[config.mk]
export PLATFORM = sky130hd
export DESIGN_NAME = spi_ctrl_top
export DESIGN_NICKNAME = d
export VERILOG_FILES = /design/src/hdl/spi_bank_pkg.sv /design/src/hdl/ctrl_reg_bank.sv /design/src/hdl/periph_spi_router.sv /design/src/hdl/spi_ctrl_top.sv /design/src/hdl/spi_frame_rx.sv
export VERILOG_INCLUDE_DIRS = /design/src /design/src/hdl
export SDC_FILE = /design/constraint.sdc
export NUM_CORES = 1
export LEC_CHECK = 0
export ABC_CLOCK_PERIOD_IN_PS = 3900
export CORE_MARGIN = 2
export CORE_UTILIZATION = 50
export CTS_CLUSTER_DIAMETER = 150
export DETAILED_ROUTE_END_ITERATION = 16
export DONT_BUFFER_PORTS = 1
export SLEW_MARGIN = 5
export SYNTH_ARGS = -nofsm -noshare
export SYNTH_HDL_FRONTEND = slang
export SYNTH_SLANG_ARGS = --single-unit
[constraint.sdc]
create_clock -name clk -period 3.9 [get_ports clk]
set_clock_uncertainty 0.1 [all_clocks]
set_input_delay 0 -clock clk [delete_from_list [all_inputs] [get_ports clk]]
set_output_delay 0 -clock clk [all_outputs]
set_load 0.1 [all_outputs]
[src/hdl/spi_bank_cfg.svh]
////////////////////////////////////////////////////////////
// spi control bank configuration
// register map, frame size, chip select polarity and the
// values loaded at reset
////////////////////////////////////////////////////////////

`ifndef SPI_BANK_CFG_SVH
`define SPI_BANK_CFG_SVH

// host frame is address byte then data byte
`define SPI_FRAME_BITS      16

// register map, first byte of a frame
`define REG_POWERUP         8'd6
`define REG_LED             8'd7
`define REG_SPI_MUX         8'd8
`define REG_4094            8'd9
`define REG_DAC             8'd10
`define REG_SOFT_RESET      8'd11
`define REG_ADC             8'd14

// 1 marks an active high line, e.g. the 4094 strobes
`define PERIPH_CS_POLARITY  8'b0111_0000

// dac control idles with all lines high
`define DAC_RESET_VALUE     4'b1111

`endif

[src/hdl/spi_bank_pkg.sv]
////////////////////////////////////////////////////////////
// spi control bank types
// control register value and the two views of the
// frame data byte
////////////////////////////////////////////////////////////

package spi_bank_pkg;

  // one 4-bit control register
  typedef logic [3:0] nibble_t;

  // data byte as clear/set halves
  // upper nibble clears, lower nibble sets
  typedef struct packed {
    nibble_t clear;
    nibble_t set;
  } set_clear_t;

  //////////////////////////////////////////////////////////
  // frame data byte
  //////////////////////////////////////////////////////////

  // raw view for the mux register
  // sc view for the nibble registers
  typedef union packed {
    logic [7:0] raw;
    set_clear_t sc;
  } frame_data_u;

endpackage

[src/hdl/ctrl_reg_bank.sv]
////////////////////////////////////////////////////////////
// board control register bank
// applies write and command frames to the control registers
// and returns the addressed register for readback
////////////////////////////////////////////////////////////

`timescale 1ns/10ps

`include "spi_bank_cfg.svh"

module ctrl_reg_bank (
  input  logic                      clk,
  input  logic                      rst,
  input  logic                      frame_valid,
  input  logic                      addr_valid,
  input  logic [7:0]                frame_addr,
  input  spi_bank_pkg::frame_data_u frame_data,
  output logic [7:0]                rd_data,
  output logic [7:0]                spi_mux,
  output spi_bank_pkg::nibble_t     led,
  output spi_bank_pkg::nibble_t     oe_4094,
  output spi_bank_pkg::nibble_t     dac_ctl,
  output spi_bank_pkg::nibble_t     adc_ctl
);

  import spi_bank_pkg::*;

  // readback value for the current address
  logic [7:0] rd_mux;

  ////////////////////////////////////////////////////////////
  // set/clear nibble rule

  // overlap of set and clear toggles just those bits,
  // the rest of the byte is ignored then
  function automatic nibble_t nibble_update(input nibble_t cur, input frame_data_u fd);
    nibble_t overlap;
    overlap = fd.sc.set & fd.sc.clear;
    if (overlap != '0)
      nibble_update = cur ^ overlap;
    else
      // set first, clear wins
      nibble_update = (cur | fd.sc.set) & ~fd.sc.clear;
  endfunction

  ////////////////////////////////////////////////////////////
  // register writes and commands

  always_ff @(posedge clk)
  begin
    if (rst)
    begin
      led     <= '0;
      oe_4094 <= '0;
      dac_ctl <= `DAC_RESET_VALUE;
      adc_ctl <= '0;
      spi_mux <= '0;
    end
    else if (frame_valid)
    begin
      case (frame_addr)
        `REG_LED:
          led <= nibble_update(led, frame_data);
        // whole byte, selects a pass-through line
        `REG_SPI_MUX:
          spi_mux <= frame_data.raw;
        `REG_4094:
          oe_4094 <= nibble_update(oe_4094, frame_data);
        `REG_DAC:
          dac_ctl <= nibble_update(dac_ctl, frame_data);
        `REG_ADC:
          adc_ctl <= nibble_update(adc_ctl, frame_data);
        // back to the reset state
        // 4094 enable is left as is
        `REG_SOFT_RESET:
        begin
          led     <= '0;
          spi_mux <= '0;
          dac_ctl <= `DAC_RESET_VALUE;
          adc_ctl <= '0;
        end
        // rails up, dac already configured so leave it
        `REG_POWERUP:
        begin
          led     <= '0;
          adc_ctl <= '0;
        end
        default:
        begin
          // unmapped address, frame dropped
        end
      endcase
    end
  end

  ////////////////////////////////////////////////////////////
  // readback

  // nibble registers zero extended, commands read as 0
  always_comb
  begin
    case (frame_addr)
      `REG_LED:     rd_mux = {4'b0000, led};
      `REG_SPI_MUX: rd_mux = spi_mux;
      `REG_4094:    rd_mux = {4'b0000, oe_4094};
      `REG_DAC:     rd_mux = {4'b0000, dac_ctl};
      `REG_ADC:     rd_mux = {4'b0000, adc_ctl};
      default:      rd_mux = 8'h00;
    endcase
  end

  // captured once the address byte is in
  // receiver loads it on the following cycle
  always_ff @(posedge clk)
  begin
    if (addr_valid)
      rd_data <= rd_mux;
  end

endmodule

[src/hdl/periph_spi_router.sv]
////////////////////////////////////////////////////////////
// peripheral spi router
// drives the peripheral chip selects from cs2 and the mux
// register, and picks the miso source
////////////////////////////////////////////////////////////

`timescale 1ns/10ps

`include "spi_bank_cfg.svh"

module periph_spi_router (
  input  logic       cs2,
  input  logic [7:0] spi_mux,
  input  logic [7:0] periph_miso,
  input  logic       sdo,
  output logic [7:0] periph_cs,
  output logic       miso
);

  import spi_bank_pkg::*;

  localparam logic [7:0] CS_POLARITY = `PERIPH_CS_POLARITY;

  nibble_t    sel_num;
  logic       sel_valid;
  logic [2:0] line_idx;
  logic [7:0] line_active;

  // mux value n in 1..8 picks line n-1, anything else none
  assign sel_num   = spi_mux[3:0];
  assign sel_valid = (spi_mux[7:4] == 4'd0) && (sel_num != 4'd0) && (sel_num <= 4'd8);
  assign line_idx  = 3'(sel_num - 4'd1);

  // one hot, only while cs2 is asserted (low)
  assign line_active = (sel_valid && !cs2) ? (8'd1 << line_idx) : 8'd0;

  // flip per polarity bit
  // idle lines sit at the opposite of their active level
  assign periph_cs = ~(line_active ^ CS_POLARITY);

  // bank readback when cs2 idle
  always_comb
  begin
    if (cs2)
      miso = sdo;
    else if (sel_valid)
      miso = periph_miso[line_idx];
    else
      miso = 1'b0;
  end

endmodule

[src/hdl/spi_ctrl_top.sv]
////////////////////////////////////////////////////////////
// spi board control top
// register bank on cs, peripheral pass-through on cs2
////////////////////////////////////////////////////////////

`timescale 1ns/10ps

module spi_ctrl_top (
  input  logic                  clk,
  input  logic                  rst,
  input  logic                  sclk,
  input  logic                  cs,
  input  logic                  mosi,
  input  logic                  cs2,
  input  logic [7:0]            periph_miso,
  output logic                  miso,
  output logic [7:0]            periph_cs,
  output logic                  periph_sclk,
  output logic                  periph_mosi,
  output spi_bank_pkg::nibble_t led,
  output spi_bank_pkg::nibble_t oe_4094,
  output spi_bank_pkg::nibble_t dac_ctl,
  output spi_bank_pkg::nibble_t adc_ctl
);

  // receiver to bank
  logic       addr_valid;
  logic       frame_valid;
  logic [7:0] frame_addr;
  logic [7:0] frame_data;
  logic [7:0] rd_data;
  // bank readback serial out
  logic       sdo;
  logic [7:0] spi_mux;

  // host clock and data go to every peripheral
  assign periph_sclk = sclk;
  assign periph_mosi = mosi;

  spi_frame_rx u_rx (
    .clk         (clk),
    .rst         (rst),
    .sclk        (sclk),
    .cs          (cs),
    .mosi        (mosi),
    .rd_data     (rd_data),
    .sdo         (sdo),
    .addr_valid  (addr_valid),
    .frame_valid (frame_valid),
    .frame_addr  (frame_addr),
    .frame_data  (frame_data)
  );

  ctrl_reg_bank u_bank (
    .clk         (clk),
    .rst         (rst),
    .frame_valid (frame_valid),
    .addr_valid  (addr_valid),
    .frame_addr  (frame_addr),
    .frame_data  (frame_data),
    .rd_data     (rd_data),
    .spi_mux     (spi_mux),
    .led         (led),
    .oe_4094     (oe_4094),
    .dac_ctl     (dac_ctl),
    .adc_ctl     (adc_ctl)
  );

  periph_spi_router u_router (
    .cs2         (cs2),
    .spi_mux     (spi_mux),
    .periph_miso (periph_miso),
    .sdo         (sdo),
    .periph_cs   (periph_cs),
    .miso        (miso)
  );

endmodule

[src/hdl/spi_frame_rx.sv]
////////////////////////////////////////////////////////////
// spi frame receiver
// samples the host spi pins in the clk domain, collects
// address/data frames and shifts readback bits out
////////////////////////////////////////////////////////////

`timescale 1ns/10ps

`include "spi_bank_cfg.svh"

module spi_frame_rx (
  input  logic       clk,
  input  logic       rst,
  input  logic       sclk,
  input  logic       cs,
  input  logic       mosi,
  input  logic [7:0] rd_data,
  output logic       sdo,
  output logic       addr_valid,
  output logic       frame_valid,
  output logic [7:0] frame_addr,
  output logic [7:0] frame_data
);

  import spi_bank_pkg::*;

  localparam int FRAME_BITS = `SPI_FRAME_BITS;
  // one byte is two control nibbles
  localparam int BYTE_BITS  = 2 * $bits(nibble_t);

  // synchronizer stages, oldest bit on the left
  logic [2:0]            sclk_sync;
  logic [2:0]            cs_sync;
  logic [1:0]            mosi_sync;

  logic                  sclk_rise;
  logic                  sclk_fall;
  logic                  cs_rise;
  logic                  cs_idle;
  logic                  mosi_bit;
  logic                  addr_done;

  // frame state
  logic [4:0]            bit_cnt;
  logic [FRAME_BITS-1:0] rx_shift;
  logic [FRAME_BITS-1:0] rx_next;
  logic [BYTE_BITS-1:0]  tx_shift;
  logic                  tx_load;

  ////////////////////////////////////////////////////////////
  // pin synchronizers

  // cs resets to idle (high)
  always_ff @(posedge clk)
  begin
    if (rst)
    begin
      sclk_sync <= '0;
      cs_sync   <= '1;
    end
    else
    begin
      sclk_sync <= {sclk_sync[1:0], sclk};
      cs_sync   <= {cs_sync[1:0], cs};
    end
  end

  // mosi only two deep, lines up with sclk_sync[1]
  always_ff @(posedge clk)
  begin
    mosi_sync <= {mosi_sync[0], mosi};
  end

  // edge detect on synced copies
  assign sclk_rise = sclk_sync[1] & ~sclk_sync[2];
  assign sclk_fall = ~sclk_sync[1] & sclk_sync[2];
  assign cs_rise   = cs_sync[1] & ~cs_sync[2];
  assign cs_idle   = cs_sync[1];
  assign mosi_bit  = mosi_sync[1];

  // msb first, new bit enters at the bottom
  assign rx_next   = {rx_shift[FRAME_BITS-2:0], mosi_bit};
  // 8th rising edge completes the address byte
  assign addr_done = ~cs_idle & sclk_rise & (bit_cnt == 5'(BYTE_BITS - 1));

  ////////////////////////////////////////////////////////////
  // input shifter and bit count

  // held clear while cs is high, so a bad frame leaves nothing behind
  always_ff @(posedge clk)
  begin
    if (rst || cs_idle)
    begin
      bit_cnt  <= '0;
      rx_shift <= '0;
    end
    else if (sclk_rise)
    begin
      rx_shift <= rx_next;
      // saturate, long frames must not wrap back to 16
      if (bit_cnt != 5'd31)
        bit_cnt <= bit_cnt + 5'd1;
    end
  end

  // strobes to the bank
  always_ff @(posedge clk)
  begin
    if (rst)
    begin
      addr_valid  <= 1'b0;
      frame_valid <= 1'b0;
      tx_load     <= 1'b0;
    end
    else
    begin
      addr_valid  <= addr_done;
      // only an exact 16 bit frame is accepted
      frame_valid <= cs_rise & (bit_cnt == 5'(FRAME_BITS));
      // bank answers one cycle after addr_valid
      tx_load     <= addr_valid;
    end
  end

  // address held from the 8th edge through the frame strobe
  always_ff @(posedge clk)
  begin
    if (addr_done)
      frame_addr <= rx_next[BYTE_BITS-1:0];
    if (cs_rise)
      frame_data <= rx_shift[BYTE_BITS-1:0];
  end

  ////////////////////////////////////////////////////////////
  // readback shifter

  // zeros out unless a read value was loaded
  // new bit after each falling sclk, msb first
  always_ff @(posedge clk)
  begin
    if (rst || cs_idle)
    begin
      tx_shift <= '0;
      sdo      <= 1'b0;
    end
    else if (tx_load)
      tx_shift <= rd_data;
    else if (sclk_fall)
    begin
      sdo      <= tx_shift[BYTE_BITS-1];
      tx_shift <= {tx_shift[BYTE_BITS-2:0], 1'b0};
    end
  end

endmodule

Word level (Yosys, flattened, before mapping)

Index checks and enable logic that the tools add are counted.

Logic and storage cells: 97
Output and inout bits: 27
Bits in registers: 81
Bits of input ports: 14

Equality and inequality tests: 10
Reduce and logical (&&, ||, !) cells: 21
$lt $le $gt $ge: 2
Shift-type cells: 1
Add/subtract/negate cells: 2
Bitwise gates (word level): 27
Multiplexer cells: 16

Operators by type and width:

| kind                | count |
|---|---|
| $eq 8x4->1 const B  | 5 |
| $pmux 8 s5          | 1 |
| $mux 8              | 3 |
| $pmux 4 s2          | 3 |
| $and 4x4->4         | 5 |
| $eq 8x3->1 const B  | 2 |
| $mux 4              | 4 |
| $or 4x4->4          | 4 |
| $pmux 8 s2          | 1 |
| $xor 4x4->4         | 4 |
| $reduce_and 2->1    | 7 |
| $reduce_bool 2->1   | 5 |
| $not 8->8           | 1 |
| $reduce_bool 4->1   | 2 |
| $shl 1x3->8 const A | 1 |
| $and 1x1->1         | 6 |
| $add 5x1->5 const B | 1 |
| $eq 5x3->1 const B  | 1 |
| $eq 5x5->1 const B  | 1 |
| $ne 5x5->1 const B  | 1 |
| $not 1->1           | 5 |
| $le 4x4->1 const B  | 1 |
| $logic_not 4->1     | 1 |
| $lt 3x4->1 const B  | 1 |
| 9 further kinds     | 13 |

Logic depth before layout (Yosys ltp)

Word-level depth: 7
Depth in mapped cells: 7
Depth with buffers taken out: 7

Cells and area by module

A second synthesis with hierarchy kept.

Cells, all modules: 365
Area, all modules: 3754.9 µm²

By module, submodules not included:

| module            | seq. area each (µm²) | area an instance (µm²) | cells each | times used |
|---|---|---|---|---|
| spi_frame_rx      | 1141.1               | 1764.2                 | 154        | 1 |
| ctrl_reg_bank     | 720.7                | 1730.4                 | 177        | 1 |
| periph_spi_router | 0.0                  | 245.2                  | 32         | 1 |
| spi_ctrl_top      | 0.0                  | 15.0                   | 2          | 1 |

Worst setup path before layout

Ideal clock, no wire load.

Kind: register to output
Start: register u_bank.spi_mux[0]
End: output port periph_cs[4]
Arrival: 2.286 ns
Cell stages (with the launch flop): 6
Setup slack: 1.514 ns
Data required time: 3.800 ns
Path buffers: 0
Cells stage by stage: dfxtp_1 > inv_1 > ha_1 > or3b_2 > a211oi_2 > and2_1

Cells in the longest elaborated chain, start to end: 7
Elaborated cells on any way between the ends: 10

RTL lines:

| item                                               | line                    | source |
|---|---|---|
| start, declared                                    | ctrl_reg_bank.sv:19     | `output logic [7:0] spi_mux,` |
| start signal, assigned                             | ctrl_reg_bank.sv:66     | `spi_mux <= frame_data.raw;` |
| branches (longest 4 deep; another with $le 4x4->1) | -                       |  |
| $mux 8 (*)                                         | periph_spi_router.sv:35 | `assign line_active = (sel_valid && !cs2) ? (8'd1 << line_idx) : 8'd0;` |
| $not 3->3 (no line) (*)                            | -                       |  |
| $not 8->8 (*)                                      | periph_spi_router.sv:39 | `assign periph_cs = ~(line_active ^ CS_POLARITY);` |
| end, declared                                      | spi_ctrl_top.sv:17      | `output logic [7:0] periph_cs,` |

Mark *: on every way between the ends.

Worst setup path in the final report

Start: register u_bank.spi_mux[0]
End: output port periph_cs[5]

The elaborated chain is that of the path after synthesis.

==> results by stage <==
Run status:
- The run finished with clean final reports.

STA:
- The tightest hold path in the finished design has a slack of 0.0420 ns.
- After layout, the worst setup slack is 0.985 ns.
- Summed over all failing endpoints, the final setup total negative slack is 0 ns.
- Dividing the final minimum period by the clock period gives 0.748.
- The worst pin sits at a relative slew slack of 0.249.
- Setup repair after global routing left no endpoint under its margin.
- The number of hold violations in the final report came to 0.
- The final-report max-slew violation count came to 0.
- For the finished layout, the period the worst path requires is 2.92 ns.
- For this run, the top clock speed supported by timing is 0.343 GHz.
- The count of endpoints failing setup in the final report is 0.
- The transition at the pin with the smallest max-transition slack is 1.12 ns.

Placed design:
- The total of buffers placed on input and output ports is 0.
- The minimum setup slack after placement is 1.34 ns.
- After legalization and detailed placement, the total HPWL measured 5320 um.
- Including well taps, the total number of placed cells is 443.
- The weighted congestion reported at the end of routability-driven placement is approximately 0.85.

Setup path:
- In this run the worst setup path begins at u_bank.spi_mux[0].
- Data on the critical path arrives at its endpoint at 2.82 ns.
- The peak fanout along the critical path is 7.
- On the worst path, the slowest cell contributes a delay of 0.82 ns.
- The sort of element at the end of the critical path is an output port.
- The cell with the largest stage delay on the worst path is sky130_fd_sc_hd__and2_1.
- For the worst setup path, the data required time is about 3.8 ns.
- The dominant delay contributor by cell family on the critical path is simple AND/OR/NAND/NOR gates.
- The flop-to-flop setup slack is 1.80 ns.
- The count of cells along the worst register-to-register path is 7.
- The critical path is of the reg -> out type.
- The critical path goes through inv_1, ha_1, or3b_2, a211oi_2, and2_1.
- The critical register-to-register path endpoint is u_rx.bit_cnt[3].
- The number of buffer and inverter instances along the worst setup path is 1.
- The worst register-to-register path begins at u_rx.bit_cnt[0].
- The worst setup path is launched from a flop.

Clock tree:
- The clock transition time at the flip-flop clock pins of the worst setup and hold paths is 0.09 ns.
- The clock tree from TritonCTS is built.
- The number of sinks handled by clock tree synthesis is between 80 and 90.
- The cell sitting at the root of the clock tree is a sky130_fd_sc_hd__clkbuf_8.
- The total CTS buffers is 9.
- The buffer levels on the longest clock path is 2.
- The maximum level of the CTS H-tree is 3.
- In this run, post-CTS repair resized a total of 0 instances.
- The clock latency at the later pin of the worst-skew pair is between 0.3 and 0.4 ns.

Floorplan:
- In this run the core area contains 31 standard-cell rows.
- The starting utilization of the core area is 0.514.
- The floorplan step defined a die boundary enclosing 8170 um^2.
- The core box area is 7250 um^2.
- In this run the horizontal extent of the chip is 90.4 um.
- In this run the count of I/O pins placed on the die edge is 41.
- The height of the die is between 90 and 100 um.

Routing:
- The total wire length is 7820 um.
- The detailed-route via count is ~2600.
- The length of routed met3 wiring is 444 um.
- In this run the remaining antenna-violating nets after routing total 0.
- Summed over all nets, wire length on met2 after detailed routing comes to 3490 um.
- The post-detailed-route wirelength per cell is between 15 and 20 um.
- In the final routing, the length of wire on met1 measures 3770 um.
- The DRC violation total after the first TritonRoute iteration is 195.
- The highest layer touched by signal routing is met4.
- Dividing the detail-routed via count by the number of cells gives around 5.7.
- The count of unresolved DRC violations after routing is 0.
- The pre-antenna-repair detailed-routing pass consisted of 5 iterations.

GRT:
- Summed over all layers, the global routing overflow is 0.
- The number of antenna violations at the first check in global routing came to 0.
- The global-route usage over all layers is 0.196.
- The number of global-route vias before repair was 2488.
- The first-pass GRT wire length is 12700 um.
- The largest net degree at the start of global routing is 24.

Worst hold path:
- The worst hold path was traced through 2 stages.
- The worst hold path terminates at u_bank.spi_mux[7].
- The tightest min-delay check is of the in -> reg type.
- The beginning of the worst hold path is rst.

Finish:
- The synthesis-to-finish area growth is 6.04%.
- In the layout the commonest cells are sky130_fd_sc_hd__dfxtp_1 (57), sky130_fd_sc_hd__nand2_1 (45), sky130_fd_sc_hd__a21oi_1 (29), sky130_fd_sc_hd__nor2_1 (24), sky130_fd_sc_hd__edfxtp_1 (24).
- The final-layout fill cell count is 662.
- Leaving out fill and tap cells, the most frequent cell in the layout is sky130_fd_sc_hd__dfxtp_1.
- The utilization after layout is 0.545.
- Once layout is complete, the cells apart from fillers number 463.
- The fraction of final layout cells sized beyond drive strength 1 is 0.113.
- The repair_antennas step left the layout with diodes totalling 0.
- The register cell area after layout is 1860 um^2.
- The number of nets in the layout is 381.
- The multi-input combinational cell area is around 1700 um^2.

Power and ir drop:
- The areal power density over the cells is 365 nW/um^2.
- For this design the static power due to leakage is 1.36 nW.
- VDD sags by at most ~0.2 mV.

Synthesis:
- In this run, synthesis produced a sequential element count of 81.
- The total of warnings raised by yosys is 0.
- Of the post-synthesis cell area, the dominant cell type holds 0.306.
- The count of distinct cell types in the synthesized netlist is 51.
- By area the synthesized netlist is led by sky130_fd_sc_hd__dfxtp_1 (31%), sky130_fd_sc_hd__edfxtp_1 (19%), sky130_fd_sc_hd__nand2_1 (4.5%).
- The number of flops mapped to enable cells by yosys is 24.
- The gate count of the mapped netlist is about 370.
- The proportion of register bits with asynchronous set or reset after synthesis is 0.
- The most used flip-flop cell after synthesis is sky130_fd_sc_hd__dfxtp_1.
- sky130_fd_sc_hd__dfxtp_1 takes more of the synthesized area than any other cell.
- The post-synthesis sequential area ratio is 0.499.
- The cell area after synthesis is 3730 um^2.
- The number of nets handed over by synthesis was 387.
- A synthesized cell averages about 10 um^2.

Run:
- The max capacitance violation total is 0.
==> per-stage QoR <==
stage	area [um^2]	total power, mW
3_5_place_dp	3750	0.916
2_1_floorplan	3730	0.923
6_report	3960	1.45
5_1_grt	3960	1.50
4_1_cts	3960	1.46
3_3_place_gp	3750	0.916
==> power by group <==
group | switching (mW) | internal, mW
combinational | 0.0275 | 0.0119
sequential | 0.00598 | 0.866
clock | 0.302 | 0.233
==> timing repair <==
item,in CTS,in global routing
buffers inserted,0,0
hold endpoints to repair,34,0
setup endpoints to repair,0,0
hold buffers,4,0
==> Yosys cell counts (3+ instances only) <==
master                       n
sky130_fd_sc_hd__mux2_2      7
sky130_fd_sc_hd__buf_2       9
sky130_fd_sc_hd__nor2_1     24
sky130_fd_sc_hd__a311oi_1    4
sky130_fd_sc_hd__buf_6       4
sky130_fd_sc_hd__nor3b_1     4
sky130_fd_sc_hd__xor2_1      3
sky130_fd_sc_hd__ha_1        8
sky130_fd_sc_hd__and2_1      7
sky130_fd_sc_hd__nand3b_1    3
sky130_fd_sc_hd__nor3_1      4
sky130_fd_sc_hd__o2bb2ai_1   4
sky130_fd_sc_hd__o22ai_1     4
sky130_fd_sc_hd__clkbuf_1   11
sky130_fd_sc_hd__o22a_1      4
sky130_fd_sc_hd__a22oi_1     3
sky130_fd_sc_hd__nor2b_1    10
sky130_fd_sc_hd__nand4_1     4
sky130_fd_sc_hd__a222oi_1    4
sky130_fd_sc_hd__a211oi_1    4
sky130_fd_sc_hd__nand2_1    45
sky130_fd_sc_hd__mux2i_1    14
sky130_fd_sc_hd__a21oi_1    29
sky130_fd_sc_hd__or2_2       5
sky130_fd_sc_hd__dfxtp_1    57
sky130_fd_sc_hd__nand2b_1    3
sky130_fd_sc_hd__o21a_1      3
sky130_fd_sc_hd__o21ai_0    15
sky130_fd_sc_hd__inv_1       5
sky130_fd_sc_hd__edfxtp_1   24
sky130_fd_sc_hd__o211ai_1    4
sky130_fd_sc_hd__a22o_1     10
==> worst max-delay path by stage <==
stage / to / slack, ns / depth (start not counted)
global placement: periph_cs[4] / 1.40 / 5
finish: periph_cs[5] / 0.98 / 5
floorplan: periph_cs[4] / 1.51 / 5
detailed placement: periph_cs[5] / 1.34 / 5
global route: periph_cs[5] / 0.87 / 5
CTS: periph_cs[5] / 0.96 / 5
==> per-layer routing <==
metal,global-route usage,vias up
li1,-,1316
met3,0.0401,12
met2,0.296,73
met1,0.277,1245
met5,0,-
met4,0.0731,0
==> registers in the layout (all words and copies together) (netlist names), 5 cells and up <==
name / cells
u_rx.tx_shift: 8
u_rx.frame_addr: 8
u_rx.bit_cnt: 5
u_bank.spi_mux: 8
u_bank.rd_data: 8
u_rx.rx_shift: 8
u_rx.frame_data: 8
==> final cells by class <==
type	instances	share of cell area
Timing Repair Buffer	9	0.0196
Sequential cell	81	0.471
Inverter	5	0.00474
Clock inverter	6	0.0108
Multi-Input combinational cell	253	0.431
Clock buffer	10	0.0323
Tap cell	99	0.0313
==> cells by family (layout without fill, tap and decap cells) <==
| kind of cell | Yosys count | after routing | synth area share |
|---|---|---|---|
| AOI/OAI and AO/OA | 92 | 92 | 0.167 |
| xor gates and xnor gates | 5 | 5 | 0.0117 |
| adders and majority gates | 8 | 8 | 0.0268 |
| buffers and inverters | 31 | 30 | 0.0443 |
| DFF | 81 | 81 | 0.499 |
| muxes | 23 | 23 | 0.0708 |
| and+or+nand+nor | 125 | 125 | 0.180 |
Power figures use the tool's default switching activity.
